File: config.mk
export PLATFORM = sky130hd
export DESIGN_NAME = processorCore
export DESIGN_NICKNAME = d
export VERILOG_FILES = /design/src/common/corePkg.sv /design/src/decode/registerFile.sv /design/src/decode/instrDecode.sv /design/src/execute/multiplyUnit.sv /design/src/execute/executeStage.sv /design/src/resultStage.sv /design/src/processorCore.sv
export SDC_FILE = /design/constraint.sdc
export NUM_CORES = 2
export LEC_CHECK = 0
export BUFFER_PORTS_ARGS = -buffer_cell sky130_fd_sc_hd__buf_2
export CAP_MARGIN = 15
export CORE_MARGIN = 2
export CORE_UTILIZATION = 55
export DETAILED_ROUTE_END_ITERATION = 12
export GPL_TIMING_DRIVEN = 1
export PLACE_DENSITY_LB_ADDON = 0.12
export SYNTH_ARGS = -nofsm -noshare
export SYNTH_HDL_FRONTEND = slang
export SYNTH_SLANG_ARGS = --single-unit
File: constraint.sdc
create_clock -name Clock -period 8.63 [get_ports Clock]
set_clock_uncertainty 0.1 [all_clocks]
set_input_delay 0.4315 -clock Clock [delete_from_list [all_inputs] [get_ports Clock]]
set_output_delay 0.4315 -clock Clock [all_outputs]
set_load 0.01 [all_outputs]
File: src/common/corePkg.sv
package corePkg;

    localparam int dataWidth = 32;
    localparam int regCount = 32;
    localparam int regAddrWidth = 5;
    localparam int immWidth = 11;
    localparam int shamtWidth = 5;

    typedef logic [regAddrWidth-1:0] regAddrT;
    typedef logic [dataWidth-1:0] dataT;

    typedef enum logic [5:0] {
        opAdd    = 6'h01,
        opSub    = 6'h02,
        opAnd    = 6'h03,
        opOr     = 6'h04,
        opXor    = 6'h05,
        opShl    = 6'h06,
        opAddImm = 6'h07,
        opMul    = 6'h08
    } opCodeT;

    // raw word as it arrives on the instruction port
    typedef struct packed {
        logic [5:0]          opCode;
        regAddrT             rd;
        regAddrT             rs;
        regAddrT             rt;
        logic [immWidth-1:0] imm;
    } instrT;

    typedef struct packed {
        opCodeT                op;
        regAddrT               rd;
        logic                  we;
        dataT                  operandA;
        dataT                  operandB;
        dataT                  immediate; // sign-extended.
        logic [shamtWidth-1:0] shamt;
    } decodedT;

    typedef struct packed {
        regAddrT rd;
        logic    we;
        logic    isMul;
        dataT    value;
    } execResultT;

    typedef struct packed {
        logic    en;
        regAddrT addr;
        dataT    data;
    } writeBackT;

    // undefined codes decode to a no-op
    function automatic logic isWriteOp(logic [5:0] code);
        logic known;
        known = 1'b0;
        case (code)
            opAdd, opSub, opAnd, opOr, opXor, opShl, opAddImm, opMul: known = 1'b1;
            default: known = 1'b0;
        endcase
        return known;
    endfunction

endpackage

File: src/decode/registerFile.sv
`timescale 1ns/1ps

module registerFile import corePkg::*; (
    input  logic      Clock,
    input  logic      nReset,
    input  regAddrT   rsAddr,
    input  regAddrT   rtAddr,
    output dataT      rsData,
    output dataT      rtData,
    input  writeBackT writeBack,
    input  regAddrT   RegAddr,
    output dataT      RegData
);

    dataT regs [regCount];

    always_ff @(posedge Clock, negedge nReset) begin
        if (!nReset) begin
            for (int i = 0; i < regCount; i++)
                regs[i] <= '0;
        end else if (writeBack.en && writeBack.addr != '0) begin
            regs[writeBack.addr] <= writeBack.data;
        end
    end

    // write-through so a read in the write cycle sees new data
    function automatic dataT readPort(regAddrT addr, dataT stored);
        dataT value;
        value = stored;
        if (addr == '0)
            value = '0;
        else if (writeBack.en && writeBack.addr == addr)
            value = writeBack.data;
        return value;
    endfunction

    assign rsData  = readPort(rsAddr, regs[rsAddr]);
    assign rtData  = readPort(rtAddr, regs[rtAddr]);
    assign RegData = readPort(RegAddr, regs[RegAddr]);

endmodule

File: src/decode/instrDecode.sv
`timescale 1ns/1ps

module instrDecode import corePkg::*; (
    input  logic       Clock,
    input  logic       nReset,
    input  logic       instrValid,
    output logic       instrReady,
    input  instrT      instr,
    input  execResultT midFwd,
    input  logic       midFwdValid,
    input  execResultT execFwd,
    input  logic       execFwdValid,
    input  dataT       aluFwd,
    input  logic       busyMul,
    input  regAddrT    busyMulRd,
    input  writeBackT  writeBack,
    output decodedT    decoded,
    output logic       decValid,
    input  regAddrT    RegAddr,
    output dataT       RegData
);

    dataT    rsData;
    dataT    rtData;
    decodedT nextDecoded;
    logic    hazard;
    logic    readsRt;

    registerFile regs (
        .Clock    (Clock),
        .nReset   (nReset),
        .rsAddr   (instr.rs),
        .rtAddr   (instr.rt),
        .rsData   (rsData),
        .rtData   (rtData),
        .writeBack(writeBack),
        .RegAddr  (RegAddr),
        .RegData  (RegData)
    );

    // youngest producer wins
    function automatic dataT pickOperand(regAddrT addr, dataT fileValue);
        dataT value;
        value = fileValue;
        if (addr == '0)
            value = '0;
        else if (decValid && decoded.we && decoded.op != opMul && decoded.rd == addr)
            value = aluFwd;
        else if (midFwdValid && midFwd.we && !midFwd.isMul && midFwd.rd == addr)
            value = midFwd.value;
        else if (execFwdValid && execFwd.we && execFwd.rd == addr)
            value = execFwd.value;
        return value;
    endfunction

    assign readsRt = instr.opCode != opShl && instr.opCode != opAddImm;

    // a multiply has no product until it leaves the second execute stage
    always_comb begin
        hazard = 1'b0;
        if (busyMul && busyMulRd != '0 &&
            (instr.rs == busyMulRd || (readsRt && instr.rt == busyMulRd)))
            hazard = 1'b1;
        if (midFwdValid && midFwd.isMul && midFwd.we && midFwd.rd != '0 &&
            (instr.rs == midFwd.rd || (readsRt && instr.rt == midFwd.rd)))
            hazard = 1'b1;
        hazard = hazard && instrValid;
    end

    assign instrReady = !hazard;

    always_comb begin
        nextDecoded.op        = opCodeT'(instr.opCode);
        nextDecoded.rd        = instr.rd;
        nextDecoded.we        = isWriteOp(instr.opCode) && instr.rd != '0;
        nextDecoded.operandA  = pickOperand(instr.rs, rsData);
        nextDecoded.operandB  = pickOperand(instr.rt, rtData);
        nextDecoded.immediate = {{(dataWidth-immWidth){instr.imm[immWidth-1]}}, instr.imm};
        nextDecoded.shamt     = instr.imm[shamtWidth-1:0];
    end

    always_ff @(posedge Clock, negedge nReset) begin
        if (!nReset)
            decValid <= 1'b0;
        else
            decValid <= instrValid && instrReady; // bubble on stall.
    end

    always_ff @(posedge Clock) begin
        decoded <= nextDecoded;
    end

endmodule

File: src/execute/multiplyUnit.sv
`timescale 1ns/1ps

module multiplyUnit import corePkg::*; (
    input  logic Clock,
    input  logic nReset,
    input  dataT a,
    input  dataT b,
    output dataT product
);

    dataT aReg;
    dataT bReg;
    dataT lowProduct;

    always_ff @(posedge Clock) begin
        aReg <= a;
        bReg <= b;
    end

    assign lowProduct = aReg * bReg; // low half only.

    always_ff @(posedge Clock, negedge nReset) begin
        if (!nReset)
            product <= '0;
        else
            product <= lowProduct;
    end

endmodule

File: src/execute/executeStage.sv
`timescale 1ns/1ps

module executeStage import corePkg::*; (
    input  logic       Clock,
    input  logic       nReset,
    input  decodedT    decoded,
    input  logic       decValid,
    output dataT       aluFwd,
    output logic       busyMul,
    output regAddrT    busyMulRd,
    output execResultT midFwd,
    output logic       midFwdValid,
    output execResultT execOut,
    output logic       execValid
);

    dataT       aluResult;
    dataT       product;
    execResultT stageOne;
    execResultT stageTwo;
    logic       validOne;
    logic       validTwo;

    always_comb begin
        case (decoded.op)
            opAdd:    aluResult = decoded.operandA + decoded.operandB;
            opSub:    aluResult = decoded.operandA - decoded.operandB;
            opAnd:    aluResult = decoded.operandA & decoded.operandB;
            opOr:     aluResult = decoded.operandA | decoded.operandB;
            opXor:    aluResult = decoded.operandA ^ decoded.operandB;
            opShl:    aluResult = decoded.operandA << decoded.shamt;
            opAddImm: aluResult = decoded.operandA + decoded.immediate;
            default:  aluResult = '0; // multiply and no-op.
        endcase
    end

    assign aluFwd    = aluResult;
    assign busyMul   = decValid && decoded.we && decoded.op == opMul;
    assign busyMulRd = decoded.rd;

    multiplyUnit mul (
        .Clock  (Clock),
        .nReset (nReset),
        .a      (decoded.operandA),
        .b      (decoded.operandB),
        .product(product)
    );

    always_ff @(posedge Clock, negedge nReset) begin
        if (!nReset) begin
            validOne <= 1'b0;
            validTwo <= 1'b0;
        end else begin
            validOne <= decValid;
            validTwo <= validOne;
        end
    end

    always_ff @(posedge Clock) begin
        stageOne.rd    <= decoded.rd;
        stageOne.we    <= decoded.we;
        stageOne.isMul <= decoded.op == opMul;
        stageOne.value <= aluResult;
        stageTwo       <= stageOne;
    end

    assign midFwd      = stageOne;
    assign midFwdValid = validOne;

    // product lands together with the op in stage two
    always_comb begin
        execOut = stageTwo;
        if (stageTwo.isMul)
            execOut.value = product;
    end

    assign execValid = validTwo;

endmodule

File: src/resultStage.sv
`timescale 1ns/1ps

module resultStage import corePkg::*; (
    input  logic       Clock,
    input  logic       nReset,
    input  execResultT execIn,
    input  logic       execValid,
    output writeBackT  writeBack
);

    writeBackT nextWrite;

    always_comb begin
        nextWrite.en   = execValid && execIn.we && execIn.rd != '0;
        nextWrite.addr = execIn.rd;
        nextWrite.data = execIn.value;
    end

    always_ff @(posedge Clock, negedge nReset) begin
        if (!nReset)
            writeBack <= '0;
        else
            writeBack <= nextWrite;
    end

endmodule

File: src/processorCore.sv
`timescale 1ns/1ps

module processorCore import corePkg::*; (
    input  logic    Clock,
    input  logic    nReset,
    input  logic    instrValid,
    output logic    instrReady,
    input  instrT   instr,
    input  regAddrT RegAddr,
    output dataT    RegData
);

    decodedT    decoded;
    logic       decValid;
    dataT       aluFwd;
    logic       busyMul;
    regAddrT    busyMulRd;
    execResultT midFwd;
    logic       midFwdValid;
    execResultT execOut;
    logic       execValid;
    writeBackT  writeBack;

    instrDecode decode (
        .Clock       (Clock),
        .nReset      (nReset),
        .instrValid  (instrValid),
        .instrReady  (instrReady),
        .instr       (instr),
        .midFwd      (midFwd),
        .midFwdValid (midFwdValid),
        .execFwd     (execOut),
        .execFwdValid(execValid),
        .aluFwd      (aluFwd),
        .busyMul     (busyMul),
        .busyMulRd   (busyMulRd),
        .writeBack   (writeBack),
        .decoded     (decoded),
        .decValid    (decValid),
        .RegAddr     (RegAddr),
        .RegData     (RegData)
    );

    executeStage execute (
        .Clock      (Clock),
        .nReset     (nReset),
        .decoded    (decoded),
        .decValid   (decValid),
        .aluFwd     (aluFwd),
        .busyMul    (busyMul),
        .busyMulRd  (busyMulRd),
        .midFwd     (midFwd),
        .midFwdValid(midFwdValid),
        .execOut    (execOut),
        .execValid  (execValid)
    );

    resultStage result (
        .Clock    (Clock),
        .nReset   (nReset),
        .execIn   (execOut),
        .execValid(execValid),
        .writeBack(writeBack)
    );

endmodule

==> flow_summary_export.csv <==
group,metric,value,unit
run_status,status,"finished, final reports clean",
pwr,p_int,10.3,mW
worst_setup_path,rrSetupSlack,1.02,ns
flow_run,timing.max_cap.violations,0,
placed_design,place_inst,9046,
yosys,synth_area,93700,sq um
yosys,syn_avg_cell_area,12.9,sq um
yosys,yosysWarnings,0,
route,drtAntennaViolNets,0,
timing,finalSetupViolations,0,
pwr,pwr-share-seq,45.9,%
timing,period_share,88.1,%
finish,layout.nets,7680,
route,dr_total_vias,63989,
pwr,power.switching,3.36,mW
clocking,cts_sinks,1326,
timing,final-hold-violation-count,0,
global_routing,grt_pass1_wl,456000,um
yosys,yosysUniqueCellTypes,77,
pwr,clkPwrFrac,47.9,%
placed_design,gp_congestion,0.982,
yosys,ys_seq_elements,1326,
pwr,total_power,13.6,mW
timing,slew_headroom,15.9,%
clocking,cts_setup_buffers,0,
floorplan,dieArea,174000,sq um
clocking,cts_tree,"done",
timing,drv_slew,0,
worst_setup_path,path_class,"reg2reg",
finish,syn2layout_area_growth,8.09,%
clocking,clk_pin_slew,0.06,ns
global_routing,overflow,0,
floorplan,die_x,417,um
worst_setup_path,end_kind,"register",
placed_design,dpl.hpwl,194000,um
clocking,htree_levels,4,
timing,final.setup.tns,0,ns
floorplan,rows,151,
worst_setup_path,critPathLaunch,"execute.mul.bReg[5]",
yosys,synth_fp_nets,7940,
global_routing,grt_max_degree,147,
yosys,synth_top_area_cell,"dfrtp_1",
timing,fmax,131,MHz
finish,post-route-cell-area,101000,sq um
pwr,combPwrFrac,6.2,%
clocking,clock_path_buffers,3,
route,routed_via_density,6.84,
yosys,synth.area.top_cells,"dfrtp_1, mux4_2, mux2_2",
worst_setup_path,cp.arrival,8.18,ns
clocking,cts_resized,0,
pwr,pwr_density_cell,135,nW/um^2
yosys,synthArstFlopShare,82.7,%
worst_setup_path,path_max_fanout,27,
floorplan,pin_count,73,
global_routing,antenna_found_initial,14,
global_routing,gr-usage-all-layers,36.0,%
placed_design,io_buffers,72,
clocking,cts-root-buf,"clkbuf_16",
yosys,synth_seq_area_share,34.2,%
worst_hold_path,hp-class,"in2async",
pwr,switching_share,24.6,%
finish,layout.cells.non_filler,9351,
clocking,worstSkewPairLatency,0.84,ns
yosys,synth_edf_count,0,
finish,fillerInstances,13311,
timing,rsz0062_at_grt,"no",
floorplan,core,169000,sq um
pwr,peakVddDrop,0.150,mV
clocking,ctsHoldBuffers,24,
worst_setup_path,rr_startpoint,"execute.mul.bReg[5]",
floorplan,die_h,417,um
yosys,synth_top_cell_area_share,29.3,%
route,firstDrtPassIters,6,
timing,period_minus_slack,7.61,ns
pwr,power.leakage,45.4,nW
timing,hold-worst-slack,0.121,ns
route,wl_per_cell,32.8,um
route,drt_iter0_drc,6951,
placed_design,placed_cell_area,96000,sq um
worst_setup_path,required,9.21,ns
yosys,synth_cells,7272,
global_routing,grt_pass1_vias,65784,
route,drc_errors,0,
floorplan,initial_utilization,55.4,%
timing,tightestPinTransition,1.25,ns
clocking,numCtsBuffers,151,
finish,drive_above_1_share,35.1,%
yosys,synth_flop_cell,"dfrtp_1",
worst_setup_path,start_kind,"register",
route,wirelength,306000,um
[metrics by stage]
step                      util (%)  setup WS, ns
after floorplan                  -          1.80
after global placement        56.7          1.08
after detailed placement      56.7          1.04
after CTS                     59.8          1.01
after global routing          59.8         0.582
final                         59.9          1.02
[final timing paths]
kind                       depth (start not counted)                      end
max in group asynchronous                          4    decode.regs.regs[139]
min in group Clock                                 2       decode.decoded[15]
max                                               19  execute.mul.product[31]
min                                                2    decode.regs.regs[881]
max reg2reg                                       19  execute.mul.product[31]
min reg2reg                                        0     execute.stageTwo[10]
[critical path, stage by stage (launching register included)]
cell and delay, ns:
dfxtp_1 1.02, nand2_1 0.18, fa_1 0.57, fa_1 0.53, inv_1 0.05, fa_1 0.49, inv_1 0.05, fa_1 0.54
inv_1 0.08, fa_1 0.49, fa_1 0.59, fa_1 0.44, fa_1 0.45, ha_1 0.35, and3_1 0.24, nand2_1 0.11
o41ai_1 0.59, a21oi_1 0.18, a31oi_1 0.31, xnor2_1 0.09
[final cells by class]
class                      instances  area, sq um  share of cell area (%)
multi-input combinational       4768        57500                    56.7
clock inverter                    38          398                   0.393
antenna                            6         15.0                  0.0148
timing repair buffer             263         2210                    2.18
clock buffer                     230         4550                    4.49
tap                             2218         2780                    2.74
inverter                         502         1880                    1.86
sequential                      1326        32000                    31.6
[metal layers]
layer  GRT usage (%)  part of all wire, %  vias up
li1                -                    -    26118
met1            49.1                   39    33950
met2            55.7                   47     3175
met3            7.39                  9.1      740
met4            16.8                  5.5        6
met5               0                0.013        -
[power groups by stage]
stage	registers [mW]	logic (mW)	clock network, mW
finish	6.26	0.852	6.53
global route	6.26	0.902	6.85
CTS	6.26	0.854	6.61
detailed placement	6.38	0.844	0
global placement	6.38	0.842	0
floorplan	6.35	0.519	0
[flip-flops by register name (all words and copies together), names as in the netlist]
register and cells:
result.writeBack 38, decode.decValid 1, execute.execValid 1, decode.regs.regs 1024, execute.stageTwo 32, execute.mul.aReg 32
decode.decoded 87, execute.execOut 7, execute.mul.product 32, execute.midFwd 39, execute.midFwdValid 1, execute.mul.bReg 32
[placed cells by master, fill, tap and decap left out, types with 38 or more instances in the layout]
cell type and count:
o21ai_0 217, clkbuf_1 38, nand2_1 350, clkbuf_16 157, buf_2 57, buf_4 153
nor2_1 187, fa_1 409, mux2_2 1007, a211oi_1 76, nor3_1 50, mux4_2 959
o22ai_1 55, xor2_1 51, dfxtp_1 224, inv_1 501, xnor2_1 106, ha_1 219
and2_1 322, dfrtp_1 1097, mux2i_1 191, a21oi_1 186
[cells by family (layout without fill, tap and decap cells)]
group / count (synthesis) / in the layout / synth area share [%]
and+or+nand+nor: 1104 / 1104 / 5.83
adders and majority gates: 628 / 628 / 11.7
other: 0 / 6 / 0
xor gates and xnor gates: 157 / 157 / 1.47
DFF: 1326 / 1326 / 34.2
buffers and inverters: 1178 / 1033 / 4.89
AOI/OAI and AO/OA: 722 / 722 / 4.81
muxes: 2157 / 2157 / 37.2
[cell usage after synthesis (all sizes together) (9+ instances only)]
library cell / number
a221o: 9
mux2i: 191
xnor2: 106
a31oi: 12
dfrtp: 1097
a21oi: 186
a211oi: 76
clkbuf: 478
a32oi: 11
and2: 323
nor4: 10
xor2: 51
nor3b: 9
nand3: 38
buf: 198
and3: 11
nor2b: 27
o21ai: 218
a222oi: 10
fa: 409
o21bai: 9
or3: 14
o221ai: 11
nand2: 365
a21o: 15
mux4: 959
dfxtp: 229
a221oi: 26
mux2: 1007
nor3: 56
nand4: 14
nor2: 205
inv: 501
o22ai: 55
o21a: 11
o211ai: 17
ha: 219
Note: power is estimated with default switching activity, not from simulation.
